[config.mk]
export PLATFORM = sky130hd
export DESIGN_NAME = id_stage
export DESIGN_NICKNAME = d
export VERILOG_FILES = /design/src/hw/id_pkg.sv /design/src/hw/id_stage.sv /design/src/hw/if_id_reg.sv /design/src/hw/imm_target_gen.sv /design/src/hw/instr_decoder.sv /design/src/hw/reg_file.sv
export SDC_FILE = /design/constraint.sdc
export NUM_CORES = 2
export LEC_CHECK = 0
export BUFFER_PORTS_ARGS = -buffer_cell sky130_fd_sc_hd__buf_2
export CORE_ASPECT_RATIO = 2
export CORE_MARGIN = 5
export CORE_UTILIZATION = 55
export CTS_CLUSTER_SIZE = 40
export DETAILED_ROUTE_END_ITERATION = 10
export PLACE_DENSITY = 0.71
export SLEW_MARGIN = 15
export SYNTH_ARGS = -nofsm -noshare
export SYNTH_HDL_FRONTEND = slang
export SYNTH_SLANG_ARGS = --single-unit
[constraint.sdc]
create_clock -name clk -period 4.6 [get_ports clk]
set_clock_uncertainty 0.15 [all_clocks]
set_input_delay 0.23 -clock clk [delete_from_list [all_inputs] [get_ports clk]]
set_output_delay 0.23 -clock clk [all_outputs]
set_load 0.03 [all_outputs]
[src/hw/id_pkg.sv]
package id_pkg;

    //////////////////////////////
    // Widths and field positions
    //////////////////////////////
    localparam int XLEN       = 32;
    localparam int REG_ADDR_W = 5;

    localparam int OPCODE_W   = 7;
    localparam int RD_LSB     = 7;
    localparam int FUNCT3_LSB = 12;
    localparam int RS1_LSB    = 15;
    localparam int RS2_LSB    = 20;

    localparam logic [XLEN-1:0] NOP_INSTR = 32'h0000_0013; // addi x0, x0, 0

    //////////////////////////////
    // Encodings
    //////////////////////////////
    typedef enum logic [OPCODE_W-1:0] {
        OPCODE_LOAD   = 7'b000_0011,
        OPCODE_OPIMM  = 7'b001_0011,
        OPCODE_AUIPC  = 7'b001_0111,
        OPCODE_STORE  = 7'b010_0011,
        OPCODE_OP     = 7'b011_0011,
        OPCODE_LUI    = 7'b011_0111,
        OPCODE_BRANCH = 7'b110_0011,
        OPCODE_JALR   = 7'b110_0111,
        OPCODE_JAL    = 7'b110_1111
    } opcode_e;

    typedef enum logic [3:0] {
        ALU_ADD  = 4'd0,
        ALU_SUB  = 4'd1,
        ALU_SLT  = 4'd2,
        ALU_SLTU = 4'd3,
        ALU_XOR  = 4'd4,
        ALU_OR   = 4'd5,
        ALU_AND  = 4'd6,
        ALU_SLL  = 4'd7,
        ALU_SRL  = 4'd8,
        ALU_SRA  = 4'd9,
        ALU_LUI  = 4'd10  // Pass immediate through
    } alu_op_e;

    typedef enum logic [1:0] {
        ALU_SRC_REG = 2'd0,
        ALU_SRC_PC  = 2'd1,
        ALU_SRC_IMM = 2'd2
    } alu_src_e;

    typedef enum logic [1:0] {
        WB_ALU    = 2'd0,
        WB_MEM    = 2'd1,
        WB_PCINCR = 2'd2
    } wb_sel_e;

    // Conditional branches are {1'b0, funct3}
    typedef enum logic [3:0] {
        BRCH_BEQ  = 4'b0000,
        BRCH_BNE  = 4'b0001,
        BRCH_BLT  = 4'b0100,
        BRCH_BGE  = 4'b0101,
        BRCH_BLTU = 4'b0110,
        BRCH_BGEU = 4'b0111,
        BRCH_NOP  = 4'b1000,
        BRCH_JALR = 4'b1001
    } branch_e;

    typedef enum logic [2:0] {
        IMM_I    = 3'd0,
        IMM_IZ   = 3'd1,
        IMM_S    = 3'd2,
        IMM_SB   = 3'd3,
        IMM_U    = 3'd4,
        IMM_UJ   = 3'd5,
        IMM_FOUR = 3'd6
    } imm_sel_e;

    // Same values as funct3 of loads and stores
    typedef enum logic [2:0] {
        MEM_B    = 3'b000,
        MEM_H    = 3'b001,
        MEM_W    = 3'b010,
        MEM_BU   = 3'b100,
        MEM_HU   = 3'b101,
        MEM_NONE = 3'b111  // No access
    } mem_type_e;

endpackage

[src/hw/id_stage.sv]
module id_stage #(
    parameter int DATA_WIDTH = id_pkg::XLEN,
    parameter int ADDR_WIDTH = id_pkg::REG_ADDR_W
) (
    input  logic                    clk,
    input  logic                    arst_n_i,
    input  logic                    stall_i,
    input  logic                    clear_i,
    input  logic [id_pkg::XLEN-1:0] instr_i,
    input  logic [id_pkg::XLEN-1:0] pc_i,
    input  logic                    wb_we_i,
    input  logic [ADDR_WIDTH-1:0]   wb_waddr_i,
    input  logic [DATA_WIDTH-1:0]   wb_wdata_i,
    output logic [id_pkg::XLEN-1:0] pc_o,
    output logic                    jump_o,
    output logic [id_pkg::XLEN-1:0] jump_target_o,
    output logic                    illegal_o,
    output logic                    alu_en_o,
    output id_pkg::alu_op_e         alu_op_o,
    output id_pkg::alu_src_e        alu_src_1_o,
    output id_pkg::alu_src_e        alu_src_2_o,
    output logic [ADDR_WIDTH-1:0]   rs1_addr_o,
    output logic [ADDR_WIDTH-1:0]   rs2_addr_o,
    output logic [DATA_WIDTH-1:0]   rs1_data_o,
    output logic [DATA_WIDTH-1:0]   rs2_data_o,
    output logic                    rs1_used_o,
    output logic                    rs2_used_o,
    output logic [id_pkg::XLEN-1:0] imm_o,
    output logic [ADDR_WIDTH-1:0]   rd_addr_o,
    output logic                    regfile_we_o,
    output id_pkg::wb_sel_e         wb_sel_o,
    output logic                    mem_req_o,
    output logic                    mem_we_o,
    output id_pkg::mem_type_e       mem_type_o,
    output id_pkg::branch_e         branch_o
);

    logic [id_pkg::XLEN-1:0] instr_id;
    logic [id_pkg::XLEN-1:0] pc_id;
    id_pkg::imm_sel_e        imm_sel;

    assign pc_o = pc_id;

    //////////////////////////////
    // Pipeline register
    //////////////////////////////
    if_id_reg u_if_id_reg (
        .clk      (clk),
        .arst_n_i (arst_n_i),
        .stall_i  (stall_i),
        .clear_i  (clear_i),
        .instr_i  (instr_i),
        .pc_i     (pc_i),
        .instr_o  (instr_id),
        .pc_o     (pc_id)
    );

    //////////////////////////////
    // Decode and operands
    //////////////////////////////
    instr_decoder u_instr_decoder (
        .clk          (clk),
        .instr_i      (instr_id),
        .jump_o       (jump_o),
        .alu_en_o     (alu_en_o),
        .alu_op_o     (alu_op_o),
        .alu_src_1_o  (alu_src_1_o),
        .alu_src_2_o  (alu_src_2_o),
        .rs1_used_o   (rs1_used_o),
        .rs2_used_o   (rs2_used_o),
        .mem_req_o    (mem_req_o),
        .mem_we_o     (mem_we_o),
        .mem_type_o   (mem_type_o),
        .regfile_we_o (regfile_we_o),
        .wb_sel_o     (wb_sel_o),
        .branch_o     (branch_o),
        .imm_sel_o    (imm_sel),
        .illegal_o    (illegal_o)
    );

    imm_target_gen u_imm_target_gen (
        .instr_i       (instr_id),
        .pc_i          (pc_id),
        .imm_sel_i     (imm_sel),
        .imm_o         (imm_o),
        .jump_target_o (jump_target_o)
    );

    // Write-back port comes straight from the later stage
    reg_file #(
        .DATA_WIDTH (DATA_WIDTH),
        .ADDR_WIDTH (ADDR_WIDTH)
    ) u_reg_file (
        .clk        (clk),
        .arst_n_i   (arst_n_i),
        .instr_i    (instr_id),
        .we_i       (wb_we_i),
        .waddr_i    (wb_waddr_i),
        .wdata_i    (wb_wdata_i),
        .rs1_addr_o (rs1_addr_o),
        .rs2_addr_o (rs2_addr_o),
        .rd_addr_o  (rd_addr_o),
        .rs1_data_o (rs1_data_o),
        .rs2_data_o (rs2_data_o)
    );

endmodule

[src/hw/if_id_reg.sv]
module if_id_reg (
    input  logic                    clk,
    input  logic                    arst_n_i,
    input  logic                    stall_i,
    input  logic                    clear_i,
    input  logic [id_pkg::XLEN-1:0] instr_i,
    input  logic [id_pkg::XLEN-1:0] pc_i,
    output logic [id_pkg::XLEN-1:0] instr_o,
    output logic [id_pkg::XLEN-1:0] pc_o
);

    // Stall wins over clear, clear wins over load
    always_ff @(posedge clk or negedge arst_n_i) begin
        if (!arst_n_i) begin
            instr_o <= id_pkg::NOP_INSTR;
            pc_o    <= '0;
        end else if (stall_i) begin
            instr_o <= instr_o;  // Hold
            pc_o    <= pc_o;
        end else if (clear_i) begin
            instr_o <= id_pkg::NOP_INSTR;  // Bubble
            pc_o    <= '0;
        end else begin
            instr_o <= instr_i;
            pc_o    <= pc_i;
        end
    end

    //////////////////////////////
    // Checks
    //////////////////////////////

    // Held contents survive a stall edge
    a_stall_holds : assert property (
        @(posedge clk) disable iff (!arst_n_i)
        stall_i |=> ($stable(instr_o) && $stable(pc_o))
    ) else $error("IF/ID contents changed across a stall");

endmodule

[src/hw/imm_target_gen.sv]
module imm_target_gen (
    input  logic [id_pkg::XLEN-1:0] instr_i,
    input  logic [id_pkg::XLEN-1:0] pc_i,
    input  id_pkg::imm_sel_e        imm_sel_i,
    output logic [id_pkg::XLEN-1:0] imm_o,
    output logic [id_pkg::XLEN-1:0] jump_target_o
);

    logic [id_pkg::XLEN-1:0] imm_i;
    logic [id_pkg::XLEN-1:0] imm_iz;
    logic [id_pkg::XLEN-1:0] imm_s;
    logic [id_pkg::XLEN-1:0] imm_sb;
    logic [id_pkg::XLEN-1:0] imm_u;
    logic [id_pkg::XLEN-1:0] imm_uj;

    assign imm_i  = {{20{instr_i[31]}}, instr_i[31:20]};
    assign imm_iz = {20'b0, instr_i[31:20]};                      // Zero extended
    assign imm_s  = {{20{instr_i[31]}}, instr_i[31:25], instr_i[11:7]};
    assign imm_sb = {{19{instr_i[31]}}, instr_i[31], instr_i[7],
                     instr_i[30:25], instr_i[11:8], 1'b0};
    assign imm_u  = {instr_i[31:12], 12'b0};
    assign imm_uj = {{11{instr_i[31]}}, instr_i[31], instr_i[19:12],
                     instr_i[20], instr_i[30:21], 1'b0};

    always_comb begin
        case (imm_sel_i)
            id_pkg::IMM_I:    imm_o = imm_i;
            id_pkg::IMM_IZ:   imm_o = imm_iz;
            id_pkg::IMM_S:    imm_o = imm_s;
            id_pkg::IMM_SB:   imm_o = imm_sb;
            id_pkg::IMM_U:    imm_o = imm_u;
            id_pkg::IMM_UJ:   imm_o = imm_uj;
            id_pkg::IMM_FOUR: imm_o = id_pkg::XLEN'(4);  // Link offset
            default:          imm_o = '0;
        endcase
    end

    // JAL target is always ready, used only when jump_o is high
    assign jump_target_o = pc_i + imm_uj;

endmodule

[src/hw/instr_decoder.sv]
module instr_decoder (
    input  logic                    clk,
    input  logic [id_pkg::XLEN-1:0] instr_i,
    output logic                    jump_o,
    output logic                    alu_en_o,
    output id_pkg::alu_op_e         alu_op_o,
    output id_pkg::alu_src_e        alu_src_1_o,
    output id_pkg::alu_src_e        alu_src_2_o,
    output logic                    rs1_used_o,
    output logic                    rs2_used_o,
    output logic                    mem_req_o,
    output logic                    mem_we_o,
    output id_pkg::mem_type_e       mem_type_o,
    output logic                    regfile_we_o,
    output id_pkg::wb_sel_e         wb_sel_o,
    output id_pkg::branch_e         branch_o,
    output id_pkg::imm_sel_e        imm_sel_o,
    output logic                    illegal_o
);

    id_pkg::opcode_e opcode;
    logic [2:0]      funct3;
    logic [6:0]      funct7;

    assign opcode = id_pkg::opcode_e'(instr_i[id_pkg::OPCODE_W-1:0]);
    assign funct3 = instr_i[id_pkg::FUNCT3_LSB +: 3];
    assign funct7 = instr_i[31:25];

    always_comb begin
        // Defaults describe a harmless bubble
        jump_o       = 1'b0;
        alu_en_o     = 1'b0;
        alu_op_o     = id_pkg::ALU_ADD;
        alu_src_1_o  = id_pkg::ALU_SRC_REG;
        alu_src_2_o  = id_pkg::ALU_SRC_REG;
        rs1_used_o   = 1'b0;
        rs2_used_o   = 1'b0;
        mem_req_o    = 1'b0;
        mem_we_o     = 1'b0;
        mem_type_o   = id_pkg::MEM_NONE;
        regfile_we_o = 1'b0;
        wb_sel_o     = id_pkg::WB_ALU;
        branch_o     = id_pkg::BRCH_NOP;
        imm_sel_o    = id_pkg::IMM_I;
        illegal_o    = 1'b0;

        case (opcode)
            id_pkg::OPCODE_JAL: begin
                // ALU forms the link value pc + 4
                jump_o       = 1'b1;
                alu_en_o     = 1'b1;
                alu_src_1_o  = id_pkg::ALU_SRC_PC;
                alu_src_2_o  = id_pkg::ALU_SRC_IMM;
                regfile_we_o = 1'b1;
                imm_sel_o    = id_pkg::IMM_FOUR;
            end
            id_pkg::OPCODE_JALR: begin
                alu_en_o     = 1'b1;
                alu_src_2_o  = id_pkg::ALU_SRC_IMM;  // Target rs1 + imm
                rs1_used_o   = 1'b1;
                regfile_we_o = 1'b1;
                wb_sel_o     = id_pkg::WB_PCINCR;
                branch_o     = id_pkg::BRCH_JALR;
            end
            id_pkg::OPCODE_BRANCH: begin
                alu_en_o    = 1'b1;
                alu_src_1_o = id_pkg::ALU_SRC_PC;
                alu_src_2_o = id_pkg::ALU_SRC_IMM;
                rs1_used_o  = 1'b1;
                rs2_used_o  = 1'b1;
                branch_o    = id_pkg::branch_e'({1'b0, funct3});
                imm_sel_o   = id_pkg::IMM_SB;
            end
            id_pkg::OPCODE_STORE: begin
                alu_en_o    = 1'b1;
                alu_src_2_o = id_pkg::ALU_SRC_IMM;
                rs1_used_o  = 1'b1;
                rs2_used_o  = 1'b1;
                imm_sel_o   = id_pkg::IMM_S;
                if (funct3 inside {3'b000, 3'b001, 3'b010}) begin  // SB, SH, SW
                    mem_req_o  = 1'b1;
                    mem_we_o   = 1'b1;
                    mem_type_o = id_pkg::mem_type_e'(funct3);
                end else begin
                    illegal_o = 1'b1;
                end
            end
            id_pkg::OPCODE_LOAD: begin
                alu_en_o    = 1'b1;
                alu_src_2_o = id_pkg::ALU_SRC_IMM;
                rs1_used_o  = 1'b1;
                wb_sel_o    = id_pkg::WB_MEM;
                if (funct3 inside {3'b000, 3'b001, 3'b010, 3'b100, 3'b101}) begin
                    mem_req_o    = 1'b1;
                    regfile_we_o = 1'b1;
                    mem_type_o   = id_pkg::mem_type_e'(funct3);
                end else begin
                    illegal_o = 1'b1;
                end
            end
            id_pkg::OPCODE_LUI: begin
                alu_en_o     = 1'b1;
                alu_op_o     = id_pkg::ALU_LUI;
                alu_src_2_o  = id_pkg::ALU_SRC_IMM;
                regfile_we_o = 1'b1;
                imm_sel_o    = id_pkg::IMM_U;
            end
            id_pkg::OPCODE_AUIPC: begin
                alu_en_o     = 1'b1;
                alu_src_1_o  = id_pkg::ALU_SRC_PC;
                alu_src_2_o  = id_pkg::ALU_SRC_IMM;
                regfile_we_o = 1'b1;
                imm_sel_o    = id_pkg::IMM_U;
            end
            id_pkg::OPCODE_OPIMM: begin
                alu_en_o     = 1'b1;
                alu_src_2_o  = id_pkg::ALU_SRC_IMM;
                rs1_used_o   = 1'b1;
                case (funct3)
                    3'b000: alu_op_o = id_pkg::ALU_ADD;
                    3'b010: alu_op_o = id_pkg::ALU_SLT;
                    3'b011: alu_op_o = id_pkg::ALU_SLTU;
                    3'b100: alu_op_o = id_pkg::ALU_XOR;
                    3'b110: alu_op_o = id_pkg::ALU_OR;
                    3'b001: begin
                        if (funct7 == 7'b000_0000)  // Shamt only
                            alu_op_o = id_pkg::ALU_SLL;
                        else
                            illegal_o = 1'b1;
                    end
                    3'b101: begin
                        if (funct7 == 7'b000_0000)
                            alu_op_o = id_pkg::ALU_SRL;
                        else if (funct7 == 7'b010_0000)
                            alu_op_o = id_pkg::ALU_SRA;
                        else
                            illegal_o = 1'b1;
                    end
                    default: alu_op_o = id_pkg::ALU_AND;  // 3'b111
                endcase
                regfile_we_o = !illegal_o;  // No write-back for a bad shift
            end
            id_pkg::OPCODE_OP: begin
                alu_en_o     = 1'b1;
                rs1_used_o   = 1'b1;
                rs2_used_o   = 1'b1;
                case ({funct7, funct3})
                    {7'b000_0000, 3'b000}: alu_op_o = id_pkg::ALU_ADD;
                    {7'b010_0000, 3'b000}: alu_op_o = id_pkg::ALU_SUB;
                    {7'b000_0000, 3'b010}: alu_op_o = id_pkg::ALU_SLT;
                    {7'b000_0000, 3'b011}: alu_op_o = id_pkg::ALU_SLTU;
                    {7'b000_0000, 3'b100}: alu_op_o = id_pkg::ALU_XOR;
                    {7'b000_0000, 3'b110}: alu_op_o = id_pkg::ALU_OR;
                    {7'b000_0000, 3'b111}: alu_op_o = id_pkg::ALU_AND;
                    {7'b000_0000, 3'b001}: alu_op_o = id_pkg::ALU_SLL;
                    {7'b000_0000, 3'b101}: alu_op_o = id_pkg::ALU_SRL;
                    {7'b010_0000, 3'b101}: alu_op_o = id_pkg::ALU_SRA;
                    default:               illegal_o = 1'b1;
                endcase
                regfile_we_o = !illegal_o;
            end
            default: illegal_o = 1'b1;  // Unknown major opcode
        endcase
    end

    // An illegal instruction must not change architectural state
    a_illegal_quiet : assert property (
        @(posedge clk) illegal_o |-> !(regfile_we_o || mem_req_o || jump_o)
    ) else $error("Illegal instruction left a side effect enabled");

endmodule

[src/hw/reg_file.sv]
module reg_file #(
    parameter int DATA_WIDTH = 32,
    parameter int ADDR_WIDTH = 5
) (
    input  logic                    clk,
    input  logic                    arst_n_i,
    input  logic [id_pkg::XLEN-1:0] instr_i,
    input  logic                    we_i,
    input  logic [ADDR_WIDTH-1:0]   waddr_i,
    input  logic [DATA_WIDTH-1:0]   wdata_i,
    output logic [ADDR_WIDTH-1:0]   rs1_addr_o,
    output logic [ADDR_WIDTH-1:0]   rs2_addr_o,
    output logic [ADDR_WIDTH-1:0]   rd_addr_o,
    output logic [DATA_WIDTH-1:0]   rs1_data_o,
    output logic [DATA_WIDTH-1:0]   rs2_data_o
);

    localparam int NUM_REGS = 2 ** ADDR_WIDTH;

    logic [DATA_WIDTH-1:0] regs [NUM_REGS];

    assign rs1_addr_o = instr_i[id_pkg::RS1_LSB +: ADDR_WIDTH];
    assign rs2_addr_o = instr_i[id_pkg::RS2_LSB +: ADDR_WIDTH];
    assign rd_addr_o  = instr_i[id_pkg::RD_LSB +: ADDR_WIDTH];

    // x0 is never written, so it stays at its reset value of zero
    always_ff @(posedge clk or negedge arst_n_i) begin
        if (!arst_n_i) begin
            for (int i = 0; i < NUM_REGS; i++) begin
                regs[i] <= '0;
            end
        end else if (we_i && (waddr_i != '0)) begin
            regs[waddr_i] <= wdata_i;
        end
    end

    // Same-cycle write-back bypass
    assign rs1_data_o = (we_i && (waddr_i == rs1_addr_o) && (rs1_addr_o != '0)) ?
                        wdata_i : regs[rs1_addr_o];
    assign rs2_data_o = (we_i && (waddr_i == rs2_addr_o) && (rs2_addr_o != '0)) ?
                        wdata_i : regs[rs2_addr_o];

    a_x0_reads_zero : assert property (
        @(posedge clk) disable iff (!arst_n_i)
        (rs1_addr_o == '0) |-> (rs1_data_o == '0)
    ) else $error("x0 read returned a nonzero value");

endmodule

==> results.toml <==
[sta]
setup-tns-final_ns = 0
period_share = 0.962
setup_viol = 0
slew_viol_final = 0
fmax_mhz = 226
hold_viol = 0
fin_crit_ns = 4.42
finalHoldWorstSlack_ns = 0.0744
rsz0062_at_grt = "no"
worstMarginPinSlew_ns = 1.10
max_slew_margin = 0.267

[yosys]
synthCells = 3948
yosys.area.top_type = "dfrtp_1"
synth.avg_cell_area_sq_um = 15.1
async_flop_share = 1.00
post-synth-top-area-fraction = 0.457
synth_cell_types = 64
synth_seq_cells = 1088
ys.flop_type = "dfrtp_1"
seq_area_frac_synth = 0.458
synth_edf_count = 0
syn_area_sq_um = 59500
synth_area_leaders = "dfrtp_1 46%, mux4_2 24%, mux2_2 19%"
ys_warn_count = 0

[hold_path]
hp-start = "wb_wdata_i[20]"
hp-class = "in2reg"

[floorplan]
start_util = 0.554
io_pins = 306
coreArea_sq_um = 107000
die-height_um = 475
die-area_sq_um = 115000
rows = 170
fp.dieW_um = 243

[status]
outcome = "completed"

[placement]
routabilityCongestion = 0.963
place_area_sq_um = 62300
portBuffers = 303
dpl.hpwl_um = 103000

[worst_setup_path]
worstPathArrival_ns = 4.04
worstPathCellList = "ha_1 -> inv_1 -> fa_1 -> nand2b_1 -> a21oi_1 -> a2111oi_4 -> o21ai_1 -> a221oi_2 -> o21ai_1 -> a41oi_1 -> xnor2_1 -> buf_2"
max_stage_delay_ns = 0.64
path_class = "reg2out"
worstSetupStartpoint = "u_if_id_reg.instr_o[21]"
path_buf_inv = 2
cp-start-kind = "register"
worst_setup_path_end_kind = "output port"
crit_fanout = 4
worstPathRequired_ns = 4.22
cpMostUsedCell = "o21ai_1"
worstReg2RegStart = "u_if_id_reg.instr_o[24]"
critPathTopFamily = "compound AO/OA/AOI/OAI gates"
crit_slowest_cell = "a2111oi_4"

[layout]
areaGrowthSynthToFinish_pct = 12.6
final_area_sq_um = 66900
final_nets = 4269
drive_gt1_frac = 0.536

[drt]
wl_per_cell_um = 31.5
vias = 37784
drt-vias-per-instance = 6.77
firstDrtPassIters = 5
ant_nets = 0
drt_iter0_markers = 2734
wirelength_um = 176000
drc = 0

[power]
ir_worst_vdd_v = 0.000305
powerDensity_nw_per_um2 = 422
leakage_nw = 29.0

[clock_network]
clk-insertion-delay-late_ns = 0.70
clock-sinks = 1088
h-tree-depth = 3
root_buffer = "clkbuf_16"
numCtsBuffers = 99
cts_buffer_depth = 3
cts_tree = "yes"
path_clk_slew_ns = 0.07

[global_routing]
grt_first_pass_wirelength_um = 265000
grt-ovfl-total = 0
track_usage = 0.307
grt_pass1_vias = 40698
grt_max_degree = 139
antenna_found_initial = 10

[flow_run]
cap_violations = 0
## metal layers
| layer | global-route usage | part of all wire | vias to the layer above |
|---|---|---|---|
| li1 | - | - | 15472 |
| met1 | 0.381 | 0.37 | 20274 |
| met2 | 0.528 | 0.51 | 1568 |
| met3 | 0.0580 | 0.068 | 456 |
| met4 | 0.139 | 0.053 | 14 |
| met5 | 0 | 0.00048 | - |
## path summary, 6_finish.rpt
check / to / depth (start not counted) / slack (ns)
min in group asynchronous: u_reg_file.regs[381] / 2 / 0.08
hold / removal: u_reg_file.regs[884] / 2 / 0.07
max in group asynchronous: u_reg_file.regs[434] / 3 / 2.97
setup reg to reg: u_if_id_reg.instr_o[24] / 5 / 2.04
setup / recovery: jump_target_o[29] / 12 / 0.18
hold reg to reg: u_reg_file.regs[1020] / 0 / 0.24
## cells by family (layout without fill, tap and decap cells)
logic type	after synthesis	count (layout)	synth area share
buffers and inverters	462	719	0.0318
multiplexers	1698	1698	0.441
AO/OA/AOI/OAI	269	269	0.0273
adder cells (fa/ha/maj)	31	31	0.00665
flip-flops	1088	1088	0.458
other	1	5	0.0000631
AND/OR/NAND/NOR	362	362	0.0295
XOR/XNOR	37	37	0.00545
## cell usage after synthesis, drive strengths merged (33+ instances only)
| cell type | number |
|---|---|
| o21ai | 156 |
| clkbuf | 268 |
| nand2 | 167 |
| nor2 | 43 |
| a21o | 36 |
| mux2 | 992 |
| buf | 185 |
| mux2i | 66 |
| mux4 | 640 |
| dfrtp | 1085 |
| a21oi | 33 |
| nand2b | 72 |
## placed cells by master, fill, tap and decap left out, drive strengths merged, types with 12 or more instances in the layout
cell and instances:
dfrtp 1085, mux2 992, mux4 640, buf 405, nand2 167, o21ai 156
clkbuf 138, dlygate4sd3 130, nand2b 72, mux2i 66, nor2 43, a21o 36
a21oi 33, ha 30, clkinv 23, xor2 19, xnor2 18, nand3 12
inv 12
## flip-flops by register name, summed over array words and instances, names as in the netlist
register / cells
u_if_id_reg.instr_o: 32
u_reg_file.regs: 1024
u_if_id_reg.pc_o: 32
## power by group
| group | switching [mW] | total (mW) | leakage, nW | internal, mW |
|---|---|---|---|---|
| combinational | 3.10 | 6.99 | 13.4 | 3.89 |
| sequential | 1.33 | 12.6 | 14.0 | 11.3 |
| clock | 3.81 | 8.60 | 1.63 | 4.79 |
| total | 8.25 | 28.2 | 29.0 | 20.0 |
## final cells by class
cell class                 instances  area (sq um)
inverter                           9          33.8
tap                             1376          1720
antenna                            3          7.51
clock inverter                    37           412
fill                            7801         40500
clock buffer                     138          2870
sequential                      1088         27300
multi-input combinational       2399         30600
timing repair buffer             535          4030
## metrics by stage
step / std cells / setup slack [ns] / total power [mW] / util
finish: 5585 / 0.176 / 28.2 / 0.623
detailed placement: 5277 / 0.835 / 19.7 / 0.580
global route: 5584 / 0.00158 / 29.4 / 0.623
global placement: 5277 / 0.851 / 19.4 / 0.580
CTS: 5582 / 0.0463 / 28.4 / 0.623
floorplan: 3949 / 0.738 / 17.5 / -
## worst register-to-register path: cells and delay by family, from the launching register on
family	cells	cell delay, ns
compound gates	1	0.09
buf+inv	3	1.58
flops	1	0.59
simple gates	1	0.09
## timing repair
item | in CTS | in global routing
resized for setup | 0 | 1
hold buffers | 130 | 0
hold endpoints to repair | 959 | 0
setup buffers | 0 | 0
setup endpoints to repair | 0 | 2
Power figures use the tool's default switching activity.
